File: config.mk
export PLATFORM = sky130hd
export DESIGN_NAME = quizTop
export DESIGN_NICKNAME = d
export VERILOG_FILES = /design/src/rtl/quizPkg.sv /design/src/rtl/gameControl.sv /design/src/rtl/phaseTimer.sv /design/src/rtl/questionGen.sv /design/src/rtl/keyTally.sv /design/src/rtl/scoreKeeper.sv /design/src/rtl/seg7Decode.sv /design/src/rtl/quizTop.sv
export SDC_FILE = /design/constraint.sdc
export NUM_CORES = 1
export LEC_CHECK = 0
export BUFFER_PORTS_ARGS = -buffer_cell sky130_fd_sc_hd__buf_4
export CAP_MARGIN = 40
export CORE_MARGIN = 10
export CORE_UTILIZATION = 61
export DETAILED_ROUTE_END_ITERATION = 12
export GPL_ROUTABILITY_DRIVEN = 0
export PLACE_DENSITY_LB_ADDON = 0.08
export SYNTH_ARGS = -nofsm -noshare
export SYNTH_HDL_FRONTEND = slang
export SYNTH_SLANG_ARGS = --single-unit
File: constraint.sdc
create_clock -name clk -period 6.55 [get_ports clk]
set_clock_uncertainty 0.15 [all_clocks]
set_input_delay 0.655 -clock clk [delete_from_list [all_inputs] [get_ports clk]]
set_output_delay 0.655 -clock clk [all_outputs]
set_load 0.02 [all_outputs]
File: src/rtl/quizPkg.sv
package quizPkg;

    // game phases, codes shared with the board's older decoder
    typedef enum logic [3:0] {
        IDLE     = 4'b0001,
        READY    = 4'b0010,
        QUESTION = 4'b0011,
        INPUT    = 4'b0100,
        RESULT   = 4'b0101
    } gameState_t;

    // everything the main display needs, 12 bits
    typedef struct packed {
        gameState_t state;
        logic [3:0] question;  // digit 0..9
        logic [3:0] tally;     // key rises, 0..9
    } dispReq_t;

    // segment codes, active low, bit 6 = g .. bit 0 = a
    localparam logic [6:0] SEG_READY = 7'b1111011;
    localparam logic [6:0] SEG_BAR   = 7'b0111111;  // middle dash only
    localparam logic [6:0] SEG_BLANK = 7'b1111111;
    localparam logic [6:0] SEG_DIGIT [0:9] = '{
        7'b1000000, 7'b1111001, 7'b0100100, 7'b0110000, 7'b0011001,
        7'b0010010, 7'b0000010, 7'b1011000, 7'b0000000, 7'b0010000
    };

    // phase lengths in clock cycles
    localparam int READY_CYCLES    = 4;
    localparam int QUESTION_CYCLES = 6;
    localparam int INPUT_CYCLES    = 40;
    localparam int RESULT_CYCLES   = 3;
    localparam int TIMER_WIDTH     = 6;  // holds INPUT_CYCLES

    // 8-bit fibonacci lfsr, taps 8 6 5 4, new bit in at bit 0
    localparam logic [7:0] LFSR_SEED = 8'hA5;
    localparam logic [7:0] LFSR_TAPS = 8'b1011_1000;

endpackage

File: src/rtl/gameControl.sv
`timescale 1ns/1ps

module gameControl import quizPkg::*; (
    input  logic       clk,
    input  logic       reset,
    input  logic       start,
    input  logic       phaseDone,
    output gameState_t state,
    output logic       phaseLoad
);

    gameState_t nextState;  // combinational successor
    logic       changing;   // state moves at the coming edge

    always_comb begin
        nextState = state;  // hold by default
        case (state)
            IDLE: begin
                if (start)
                    nextState = READY;  // only place start is looked at
            end
            READY: begin
                if (phaseDone)
                    nextState = QUESTION;
            end
            QUESTION: begin
                if (phaseDone)
                    nextState = INPUT;
            end
            INPUT: begin
                if (phaseDone)
                    nextState = RESULT;
            end
            RESULT: begin
                if (phaseDone)
                    nextState = IDLE;  // round over
            end
            default: begin
                nextState = IDLE;  // recover from a bad code
            end
        endcase
    end

    // idle has no length, so leaving for idle needs no timer load
    assign changing = (nextState != state) && (nextState != IDLE);

    always_ff @(posedge clk) begin
        if (reset) begin
            state     <= IDLE;
            phaseLoad <= 1'b0;
        end else begin
            state     <= nextState;
            phaseLoad <= changing;  // high on first cycle of new phase
        end
    end

endmodule

File: src/rtl/phaseTimer.sv
`timescale 1ns/1ps

module phaseTimer import quizPkg::*; (
    input  logic       clk,
    input  logic       reset,
    input  gameState_t state,
    input  logic       phaseLoad,
    output logic       phaseDone
);

    logic [TIMER_WIDTH-1:0] count;   // cycles left after the current one
    logic [TIMER_WIDTH-1:0] remain;  // load value for this phase

    // load cycle is already part of the phase, hence the minus one
    always_comb begin
        case (state)
            READY:    remain = TIMER_WIDTH'(READY_CYCLES - 1);
            QUESTION: remain = TIMER_WIDTH'(QUESTION_CYCLES - 1);
            INPUT:    remain = TIMER_WIDTH'(INPUT_CYCLES - 1);
            RESULT:   remain = TIMER_WIDTH'(RESULT_CYCLES - 1);
            default:  remain = '0;  // idle is untimed
        endcase
    end

    assign phaseDone = !phaseLoad && (count == TIMER_WIDTH'(1));  // last cycle

    always_ff @(posedge clk) begin
        if (reset)
            count <= '0;
        else if (phaseLoad)
            count <= remain;
        else if (count != '0)
            count <= count - TIMER_WIDTH'(1);  // parks at zero in idle
    end

endmodule

File: src/rtl/questionGen.sv
`timescale 1ns/1ps

module questionGen import quizPkg::*; (
    input  logic       clk,
    input  logic       reset,
    input  gameState_t state,
    output logic [3:0] question
);

    logic [7:0] lfsr;       // free running, one step per cycle
    logic [3:0] lfsrMod;    // lfsr mod 10
    logic [3:0] heldDigit;  // digit kept for the rest of the round
    gameState_t prevState;  // last cycle's phase
    logic       entering;   // first cycle of QUESTION

    assign lfsrMod  = 4'(lfsr % 8'd10);
    assign entering = (state == QUESTION) && (prevState != QUESTION);

    // bypass on the entry cycle so the digit is there right away
    assign question = entering ? lfsrMod : heldDigit;

    always_ff @(posedge clk) begin
        if (reset) begin
            lfsr      <= LFSR_SEED;
            heldDigit <= 4'd0;
            prevState <= IDLE;
        end else begin
            lfsr      <= {lfsr[6:0], ^(lfsr & LFSR_TAPS)};  // shift left, feedback at bit 0
            prevState <= state;
            if (entering)
                heldDigit <= lfsrMod;  // frozen until next QUESTION
        end
    end

endmodule

File: src/rtl/keyTally.sv
`timescale 1ns/1ps

module keyTally import quizPkg::*; (
    input  logic       clk,
    input  logic       reset,
    input  gameState_t state,
    input  logic       key,
    output logic [3:0] tally
);

    logic keyQ;      // key one cycle ago
    logic keyRise;   // 0 -> 1 this cycle
    logic atLimit;   // tally already 9

    assign keyRise = key && !keyQ;
    assign atLimit = (tally == 4'd9);

    always_ff @(posedge clk) begin
        if (reset) begin
            keyQ <= 1'b0;
        end else begin
            keyQ <= key;  // key is already clean and synchronous
        end
    end

    always_ff @(posedge clk) begin
        if (reset) begin
            tally <= 4'd0;
        end else begin
            case (state)
                QUESTION: begin
                    tally <= 4'd0;  // zeroed so INPUT starts from nothing
                end
                INPUT: begin
                    if (keyRise && !atLimit)
                        tally <= tally + 4'd1;  // saturates at 9
                end
                default: begin
                    tally <= tally;  // frozen for RESULT and idle
                end
            endcase
        end
    end

endmodule

File: src/rtl/scoreKeeper.sv
`timescale 1ns/1ps

module scoreKeeper import quizPkg::*; (
    input  logic       clk,
    input  logic       reset,
    input  gameState_t state,
    input  logic [3:0] question,
    input  logic [3:0] tally,
    output logic [3:0] score
);

    logic [3:0] scoreReg;   // stored score
    logic [3:0] scoreNext;  // score if this round is a hit
    gameState_t prevState;
    logic       entering;   // first cycle of RESULT
    logic       hit;        // player matched the digit

    assign entering  = (state == RESULT) && (prevState != RESULT);
    assign hit       = (tally == question);
    assign scoreNext = (scoreReg == 4'd9) ? 4'd0 : scoreReg + 4'd1;  // mod 10

    // new score shows on the very first RESULT cycle
    assign score = (entering && hit) ? scoreNext : scoreReg;

    always_ff @(posedge clk) begin
        if (reset) begin
            scoreReg  <= 4'd0;
            prevState <= IDLE;
        end else begin
            prevState <= state;
            scoreReg  <= score;  // once per round, entry cycle only
        end
    end

endmodule

File: src/rtl/seg7Decode.sv
`timescale 1ns/1ps

module seg7Decode import quizPkg::*; (
    input  dispReq_t   disp,
    input  logic [3:0] score,
    output logic [6:0] hexMain,
    output logic [6:0] hexScore
);

    // plain decimal digit, blank for 10..15
    function automatic logic [6:0] digitSeg(input logic [3:0] digit);
        logic [6:0] code;
        if (digit > 4'd9)
            code = SEG_BLANK;
        else
            code = SEG_DIGIT[digit];
        return code;
    endfunction

    // coarse tally level shown while keys are tapped
    function automatic logic [6:0] levelSeg(input logic [3:0] count);
        logic [6:0] code;
        if (count <= 4'd4)
            code = SEG_BAR;       // 0..4, dash
        else if (count <= 4'd8)
            code = SEG_DIGIT[1];  // 5..8
        else
            code = SEG_DIGIT[2];  // 9, saturated
        return code;
    endfunction

    always_comb begin
        case (disp.state)
            READY: begin
                hexMain = SEG_READY;
            end
            QUESTION: begin
                hexMain = digitSeg(disp.question);
            end
            INPUT: begin
                hexMain = levelSeg(disp.tally);
            end
            default: begin
                hexMain = SEG_BLANK;  // idle, result, bad codes
            end
        endcase
    end

    assign hexScore = digitSeg(score);  // always lit

endmodule

File: src/rtl/quizTop.sv
`timescale 1ns/1ps

module quizTop import quizPkg::*; (
    input  logic       clk,
    input  logic       reset,
    input  logic       start,
    input  logic       key,
    output logic [6:0] hexMain,
    output logic [6:0] hexScore,
    output gameState_t state
);

    logic       phaseLoad;  // controller -> timer
    logic       phaseDone;  // timer -> controller
    logic [3:0] question;
    logic [3:0] tally;
    logic [3:0] score;
    dispReq_t   disp;       // bundle for the main display

    gameControl uControl (
        .clk       (clk),
        .reset     (reset),
        .start     (start),
        .phaseDone (phaseDone),
        .state     (state),
        .phaseLoad (phaseLoad)
    );

    phaseTimer uTimer (
        .clk       (clk),
        .reset     (reset),
        .state     (state),
        .phaseLoad (phaseLoad),
        .phaseDone (phaseDone)
    );

    questionGen uQuestion (
        .clk      (clk),
        .reset    (reset),
        .state    (state),
        .question (question)
    );

    keyTally uTally (
        .clk   (clk),
        .reset (reset),
        .state (state),
        .key   (key),
        .tally (tally)
    );

    scoreKeeper uScore (
        .clk      (clk),
        .reset    (reset),
        .state    (state),
        .question (question),
        .tally    (tally),
        .score    (score)
    );

    assign disp = '{state: state, question: question, tally: tally};  // no register, same cycle

    seg7Decode uDecode (
        .disp     (disp),
        .score    (score),
        .hexMain  (hexMain),
        .hexScore (hexScore)
    );

endmodule

Word-level counts from Yosys, hierarchy flattened

Memory sizes are Yosys's and may differ from the RTL's.
Cells that the tools add are included.

$add $sub $neg: 3
Div/mod/pow operators: 1
Magnitude comparators: 6
Equality and inequality tests: 14
Mux-type cells: 23
Bitwise gates (word level): 2
Reductions and logical operators: 15

Operators with widths:

| operator                                                                         | count |
|---|---|
| 7-bit two-way mux                                                                | 8 |
| 4-bit two-way mux                                                                | 9 |
| 6-bit one-hot mux with 4 select lines                                            | 1 |
| 7-bit one-hot mux with 3 select lines                                            | 1 |
| 4-bit one-hot mux with 5 select lines                                            | 1 |
| 6-bit two-way mux                                                                | 2 |
| 5-bit greater-or-equal comparator, second input constant                         | 2 |
| 4-bit NOT with 5-bit output                                                      | 2 |
| 4-bit by 1-bit adder with 4-bit output, second input constant                    | 2 |
| 4-bit by 2-bit == test with 1-bit output, second input constant                  | 2 |
| 4-bit by 3-bit == test with 1-bit output, second input constant                  | 2 |
| 4-bit == test, second input constant                                             | 2 |
| 4-bit > comparator, second input constant                                        | 2 |
| 8-bit by 4-bit remainder unit with 8-bit output, second input constant           | 1 |
| 4-bit one-hot mux with 2 select lines                                            | 1 |
| 8-bit parity                                                                     | 1 |
| 1-bit logical AND                                                                | 7 |
| 6-bit by 1-bit == test with 1-bit output, second input constant                  | 1 |
| 6-bit nonzero test                                                               | 1 |
| 6-bit by 1-bit subtractor with 6-bit output, second input constant               | 1 |
| 4-bit by 1-bit == test with 1-bit output, second input constant                  | 1 |
| 4-bit == test                                                                    | 1 |
| 4-bit by 3-bit less-or-equal comparator with 1-bit output, second input constant | 1 |
| 4-bit less-or-equal comparator, second input constant                            | 1 |
| other kinds (8)                                                                  | 11 |

Flip-flop bits (word level): 36
Memory bits (read-only): 224
Bits of input ports: 4
Output and inout port bits: 18
Word-level logic and storage cells: 75
Memories: 2

Memory list:

| memory          | words | width | rd ports | clocked after memory_dff | wr ports | RTL line         | text |
|---|---|---|---|---|---|---|---|
| (no name shown) | 16    | 7     | 1        | 0                        | 0        | seg7Decode.sv:16 | `code = SEG_DIGIT[digit];` |
| (no name shown) | 16    | 7     | 1        | 0                        | 0        | seg7Decode.sv:16 |  |

Depth between registers and ports, before layout

Gate-level depths: netlist of run 1.

Word-level depth: 11
Depth in mapped cells: 19
Depth with buffers taken out: 17

Modules after synthesis

Synthesis of run 1 repeated with hierarchy kept, for this count alone.

Cells, all modules: 350
Area, all modules: 3,001.6 um^2

By module, submodules not included:

| module      | instances | cells an instance | area each (um^2) | seq. area each (um^2) |
|---|---|---|---|---|
| questionGen | 1         | 131               | 1,107.3          | 320.3 |
| seg7Decode  | 1         | 73                | 526.8            | 0.0 |
| phaseTimer  | 1         | 48                | 451.7            | 120.1 |
| scoreKeeper | 1         | 44                | 384.1            | 160.2 |
| keyTally    | 1         | 31                | 304.0            | 100.1 |
| gameControl | 1         | 23                | 227.7            | 100.1 |

Worst setup path after synthesis of run 1

No wires, ideal clock.

Kind: register -> output
Start point: register uQuestion.lfsr[4]
End point: output port hexScore[1]
Arrival time: 4.632 ns
Setup slack: 1.113 ns
Stages on the path, launching flop included: 19
Path buffers: 1
Cell sequence: dfxtp_1 > buf_2 > inv_1 > ha_1 > or4_1 > nand4b_2 > nand2_4 > or4_4 > nand4_4 > o22ai_4 > a2111oi_2 > xnor2_1 > inv_1 > ha_1 > o311ai_0 > o21ai_0 > nand2_1 > o31ai_1 > a221oi_1

Word-level cells in the longest chain between the ends: 10
Elaborated cells between the ends (all ways): 11
Classes of those cells: div: 1; order compare: 1; eq/ne: 1; mux: 5; bitwise: 1; reduce/logical: 1; memory: 1

Ends and longest elaborated chain:

| item                                                 | RTL line          | text |
|---|---|---|
| start: declaration                                   | questionGen.sv:10 | `logic [7:0] lfsr;` |
| start signal: assignment                             | questionGen.sv:28 | `lfsr <= {lfsr[6:0], ^(lfsr & LFSR_TAPS)};` |
| 8-bit by 4-bit remainder unit with 8-bit output *    | questionGen.sv:16 | `assign lfsrMod = 4'(lfsr % 8'd10);` |
| 4-bit two-way mux *                                  | questionGen.sv:20 | `assign question = entering ? lfsrMod : heldDigit;` |
| 4-bit == test *                                      | scoreKeeper.sv:19 | `assign hit = (tally == question);` |
| 1-bit logical AND *                                  | scoreKeeper.sv:23 | `assign score = (entering && hit) ? scoreNext : scoreReg;` |
| 4-bit two-way mux *                                  | scoreKeeper.sv:23 |  |
| via score[0]                                         | quizTop.sv:17     | `logic [3:0] score;` |
| 4-bit NOT with 5-bit output (implied by the code)    | seg7Decode.sv:16  |  |
| memory read 16 x 7 bit                               | n/a               |  |
| 7-bit two-way mux (implied by the code) (2 in a row) | seg7Decode.sv:16  |  |
| 7-bit two-way mux *                                  | seg7Decode.sv:13  | `if (digit > 4'd9)` |
| end: declaration                                     | quizTop.sv:9      | `output logic [6:0] hexScore,` |

Mark *: on every way through the listed nets, which the timed path passes. The rest lies on a longest branch. The select of a mux whose other input is x is not followed.

Final worst setup path of run 1

Ends and elaborated chain as after synthesis.

==> run summary, run 1 <==
Worst VDD drop = 0.000222 V
Register area share after synthesis = 23.5%
Slew Viols, Final = 0
DR WL/cell = 15.0 µm
EDFF count, synth = 0
Crit-path slowest cell = or4_1
Max FO, Critical Path = 17
Total power = 720 µW
Die ar. = 0.00826 mm²
Post-layout util = 69.0%
Die Ht = 90.9 µm
Initial antenna violation count = 0
Antenna Nets Post-Route = 0
Max_slew headroom = 42.7%
Vias in the first global route = 2714
Clock Power Share = 27.0%
Final setup margin = 720 ps
Least-Margin Pin Slew = 848 ps
I/O pins = 22
Most frequent cells in the layout = nor2_1, dfxtp_1, nand2_1
Total Routing Usage GR = 16.3%
Synth top area share = 23.5%
Worst Path Buf+Inv = 3
Crit path cell chain = inv_1 -> ha_1 -> or4_1 -> nand4b_2 -> nand2_4 -> or4_4 -> nand4_4 -> o22ai_4 -> a2111oi_2 -> xnor2_1 -> inv_1 -> ha_1 -> o311ai_0 -> o21ai_0 -> nand2_1 -> o31ai_1 -> a221oi_1 -> buf_4
Leak = 1.26 nW
Final hold viol count = 0
Final net count = 413
Die W = 90.9 µm
Worst hold slack = 404 ps
Dpl hpwl = 5090 µm
Share of synthesized registers carrying an async set or reset = 0%
Largest net degree at the start of global routing = 35
CP Data Arrival Time = 5020 ps
CP max stage delay = 540 ps
Core area = 0.00479 mm²
Fin crit share = 89.0%
Antenna Diode Count = 0
Crit path kind = reg -> out
Status = finished, final reports clean
PortBufs = 21
Pint = 467 µW
Top_reg_cell synth = dfxtp_1
Yosys cell types = 76
Fraction of layout cells with a size suffix above 1 = 15.6%
1st-iter DRT viols = 154
First-pass GRT wire length = 12000 µm
Setup crit start kind = flip-flop
Setup bufs post-CTS = 0
CTS buffer count = 5
Crit. End Element = output port
Seq pwr share = 37.9%
Sw frac = 35.2%
PostCTS Resize Cnt = 0
Synthesized area = 0.00307 mm²
Root Buffer = clkbuf_8
CTS tree = built
Via count = 2872
Pre-CTS WS = 860 ps
Drt via density = 6.18
Total gr overflow = 0
Top delay family on crit path = simple AND/OR/NAND/NOR gates
Syn Area/Cell = 7.82 µm²
Cell Rows = 25
Warnings from Yosys = 0
TNS Setup = 0 ps
Syn Inst Count = 392
H-tree level count = 2
Synthesis-to-layout area growth = 7.63%
Most common cell after layout, fill and taps aside = nor2_1
Hold Path Class = reg -> reg
CTS Hold Buffers Added = 0
Synth area leaders = dfxtp_1, nor2_1, ha_1
Worst EP required = 5740 ps
Post-Synthesis Net Count = 408
Combinational fraction of design power = 35.1%
Setup Viol. Count Final = 0
CTS Buffer Depth = 2
Pwr dens = 218 mW/mm²
Final WL = 6980 µm
Initial cell density of the core = 64.1%
Worst skew pair latency = 290 ps
CTS clk-pin slew, worst paths = 70 ps
Unrepaired setup endpoints after global routing = no
P_sw = 253 µW
#FFs+latches synth = 36
1st-pass router iterations = 5
Max-Cap Viols = 0
Post-route minimum period = 5830 ps
Area leader, netlist = dfxtp_1
DRC errors left = 0
Clk sink count = 36
Fmax = 0.172 GHz
-- flip-flops by register name, indices dropped and copies added (netlist names) --
register / cells
uControl.state: 4
uQuestion.lfsr: 8
uQuestion.heldDigit: 4
uTally.keyQ: 1
uScore.prevState: 4
uTimer.count: 6
uControl.phaseLoad: 1
uScore.scoreReg: 4
uTally.tally: 4
-- cell families (layout without fill, tap and decap cells) --
family / count (synthesis) / count (layout) / synth area share [%]
DFF: 36 / 36 / 23.5
xor gates and xnor gates: 15 / 15 / 4.28
muxes: 10 / 10 / 4.12
buffers and inverters: 39 / 45 / 5.88
and+or+nand+nor: 167 / 167 / 30.0
adders and majority gates: 12 / 12 / 4.90
other: 1 / 1 / 0.122
AOI/OAI and AO/OA: 112 / 112 / 27.2
-- cell type report --
cell class,count,area [µm²]
multi-input cells,317,2170
fillers,417,1490
flip-flops and latches,36,722
repair buffers,21,158
well taps,67,83.8
clock buffers,5,68.8
inverters,16,60.1
clock inverters,3,42.5
-- worst paths after layout --
path | start | slack, ps | endpoint | cells after the start
worst max-delay path | uQuestion.lfsr[4] | 720 | hexScore[1] | 18
worst min-delay path | uQuestion.lfsr[0] | 400 | uQuestion.lfsr[1] | 1
worst max register to register | uQuestion.lfsr[4] | 2850 | uScore.scoreReg[1] | 12
worst min register to register | uQuestion.lfsr[0] | 400 | uQuestion.lfsr[1] | 1
-- metrics by stage --
| step | area, µm² | instances |
|---|---|---|
| finish | 3300 | 465 |
| global route | 3300 | 465 |
| CTS | 3300 | 465 |
| detailed placement | 3190 | 457 |
| global placement | 3190 | 457 |
| floorplan | 3070 | 392 |
-- power groups by stage --
stage	registers [mW]	clock network (mW)	logic, mW
after floorplan	0.262	0	0.222
after global placement	0.276	0	0.243
after detailed placement	0.277	0	0.251
after CTS	0.272	0.198	0.253
after global routing	0.277	0.208	0.285
final	0.273	0.195	0.253
-- layer usage --
metal | track usage, % | vias to the layer above | share of wire, %
met5 | 0 | - | 0
met4 | 6.27 | 0 | 1.9
met3 | 2.49 | 11 | 4.5
met2 | 27.1 | 77 | 48
met1 | 20.8 | 1356 | 46
li1 | - | 1428 | -
-- synth_stat cells, types with 3 or more instances --
cell and number:
a21oi_1 25, a221oi_1 5, a22oi_1 3, a2bb2oi_1 3
a31oi_1 8, and2_1 8, buf_2 6, clkbuf_1 14
dfxtp_1 36, ha_1 12, inv_1 16, mux2_2 4
mux2i_1 3, nand2_1 29, nand2b_1 6, nand3_1 14
nand3b_1 4, nand4_1 3, nor2_1 47, nor2b_1 15
nor3_1 11, nor4_1 3, o211a_1 5, o211ai_1 4
o21ai_0 18, o21ai_1 4, o22ai_1 5, o31ai_1 5
or2_2 5, xnor2_1 13
Power figures use the tool's default switching activity.
==> inputs of run 2 (changes only) <==
- SYNTH_HIERARCHICAL: not set -> 1
==> run summary, run 2 <==
P_sw = 279 µW (+10%)
Max reg flops = 8 (unchanged)
Worst VDD drop = 0.000212 V (-4.4%)
Max_slew headroom = 52.8% (+10 points)
DRC errors left = 0 (unchanged)
First-pass GRT wire length = 11000 µm (-8.3%)
Register area share after synthesis = 26.7% (+3.2 points)
Initial antenna violation count = 0 (unchanged)
I/O pins = 22 (unchanged)
Unrepaired setup endpoints after global routing = no
CTS clk-pin slew, worst paths = 80 ps (about the same)
Top_reg_cell synth = dfxtp_1
EDFF count, synth = 0 (unchanged)
Root Buffer = clkbuf_8
CTS buffer count = 5 (unchanged)
CTS Buffer Depth = 2 (unchanged)
PostCTS Resize Cnt = 0 (unchanged)
Die W = 90.1 µm (-0.84%)
Fraction of layout cells with a size suffix above 1 = 18.8% (+3.2 points)
Initial cell density of the core = 63.1% (-0.95 points)
Final WL = 6500 µm (-6.9%)
Final net count = 388 (-6.1%)
H-tree level count = 2 (unchanged)
Sw frac = 33.8% (-1.4 points)
Pwr dens = 247 mW/mm² (+13%)
Crit. End Element = output port
CP startpoint = uQuestion/lfsr[4]
Antenna Diode Count = 0 (unchanged)
Via count = 2670 (-7.0%)
Yosys cell types = 87 (+14%)
Max FO, Critical Path = 15 (-2)
Seq pwr share = 37.7% (-0.2 points)
Status = finished, final reports clean
Largest regs = uQuestion/lfsr (8), uTimer/count (6)
1st-iter DRT viols = 142 (-7.8%)
Max-Cap Viols = 0 (unchanged)
CTS tree = built
Die ar. = 0.00813 mm² (-1.7%)
Leak = 1.26 nW (about the same)
Least-Margin Pin Slew = 706 ps (-142 ps)
Drt via density = 6.14 (-0.62%)
1st-pass router iterations = 4 (-1)
Share of synthesized registers carrying an async set or reset = 0% (unchanged)
Worst skew pair latency = 290 ps (about the same)
Dpl hpwl = 4660 µm (-8.6%)
Syn Inst Count = 350 (-11%)
Setup crit start kind = flip-flop
Crit Reg-Reg Startpoint = uQuestion/lfsr[4]
Total Routing Usage GR = 15.5% (-0.86 points)
Final hold viol count = 0 (unchanged)
Hold Path Class = reg -> reg
Syn Area/Cell = 8.58 µm² (+9.6%)
Synth top area share = 26.7% (+3.2 points)
Final std cells w/o fill = 435 (-6.5%)
Total gr overflow = 0 (unchanged)
Synthesis-to-layout area growth = 11.2%
CTS Hold Buffers Added = 0 (unchanged)
Most common cell after layout, fill and taps aside = dfxtp_1
Synth area leaders = dfxtp_1, ha_1, nor2b_1
Antenna Nets Post-Route = 0 (unchanged)
Die Ht = 90.1 µm (-0.84%)
Clk sink count = 40 (+11%)
Reg with most FFs = uQuestion/lfsr
Count leader, synth = dfxtp_1
Setup bufs post-CTS = 0 (unchanged)
Hold Path Origin = uQuestion/lfsr[0]
Crit path kind = reg -> out
Slew Viols, Final = 0 (unchanged)
Dpl cells = 428 (-6.3%)
Most frequent cells in the layout = dfxtp_1, nand2_1, buf_4
Post-layout util = 70.2% (+1.2 points)
Clock Power Share = 28.2% (+1.2 points)
Synth cell count leaders = dfxtp_1, nand2_1, nor2_1
Core area = 0.00475 mm² (-0.65%)
CP Data Arrival Time = 5150 ps (+130 ps)
Combinational fraction of design power = 34.1% (-1.0 points)
Vias in the first global route = 2390 (-12%)
Worst EP required = 5740 ps (about the same)
Warnings from Yosys = 6 (+6)
#FFs+latches synth = 40 (+11%)
Pint = 546 µW (+17%)
Fmax = 0.168 GHz (-2.1%)
Setup Viol. Count Final = 0 (unchanged)
TNS Setup = 0 ps (unchanged)
Total power = 825 µW (+15%)
PortBufs = 21 (unchanged)
Post-route minimum period = 5950 ps (+125 ps)
Synthesized area = 0.00300 mm² (-2.1%)
Cell Rows = 25 (unchanged)
Largest net degree at the start of global routing = 41 (+17%)
DR WL/cell = 14.9 µm (-0.53%)
Post-Synthesis Net Count = 370 (-9.3%)
Area leader, netlist = dfxtp_1
Fin crit share = 90.9% (+1.9 points)
Layout fillers = 417 (unchanged)
## run 2: routing by layer
metal	part of all wire [%]	GRT usage, %
met3	4.8	3.57
met5	0	0
met2	48	26.2
met1	47	19.2
met4	0.94	4.11
## run 2: final cells by class
cell class / instances / area, µm² / share of cell area, %
Tap cell: 67 / 83.8 / 2.51
Clock inverter: 2 / 60.1 / 1.80
Multi-Input combinational cell: 281 / 2080 / 62.4
Timing Repair Buffer: 24 / 180 / 5.40
Sequential cell: 40 / 801 / 24.0
Inverter: 16 / 60.1 / 1.80
Clock buffer: 5 / 68.8 / 2.06
## run 2: power groups by stage
stage,logic [mW],registers [mW],clock network [mW]
6_report,0.281,0.311,0.233
2_1_floorplan,0.234,0.304,0
3_5_place_dp,0.276,0.316,0
4_1_cts,0.279,0.311,0.239
5_1_grt,0.310,0.317,0.251
3_3_place_gp,0.272,0.315,0
## run 2: final timing paths
check,to,slack (ps),cells after the start
worst max register to register,uScore/scoreReg[2],2180,13
worst max-delay path,hexScore[6],600,17
worst min register to register,uQuestion/lfsr[1],330,1
worst min-delay path,uQuestion/lfsr[1],330,1
## run 2: cell families (layout without fill, tap and decap cells)
family	after synthesis	after routing	share of synthesized area (%)
AND/OR/NAND/NOR	143	143	30.2
other	1	1	0.125
XOR/XNOR	13	13	4.04
adder cells (fa/ha/maj)	16	16	6.67
multiplexers	3	3	1.04
buffers and inverters	29	47	4.04
flip-flops	40	40	26.7
AO/OA/AOI/OAI	105	105	27.2
## run 2: worst max-delay path, stage by stage (launching register included)
cell	delay, ps
dfxtp_1	540
inv_1	120
ha_1	270
or4b_1	540
a21oi_1	210
a211o_2	270
nand4_1	120
a31oi_1	240
a211oi_1	100
nor2_1	580
xnor2_1	210
nand4_1	240
o41ai_1	500
nand2_1	240
nor3b_2	230
a211oi_1	210
a21oi_1	70
buf_4	170
## run 2: stage by stage
step	instance area (µm²)	worst slack (ps)	hold WS, ps
2_1_floorplan	3000	1530	282
3_3_place_gp	3200	943	301
3_5_place_dp	3200	794	317
4_1_cts	3330	451	337
5_1_grt	3340	125	356
6_report	3340	596	333
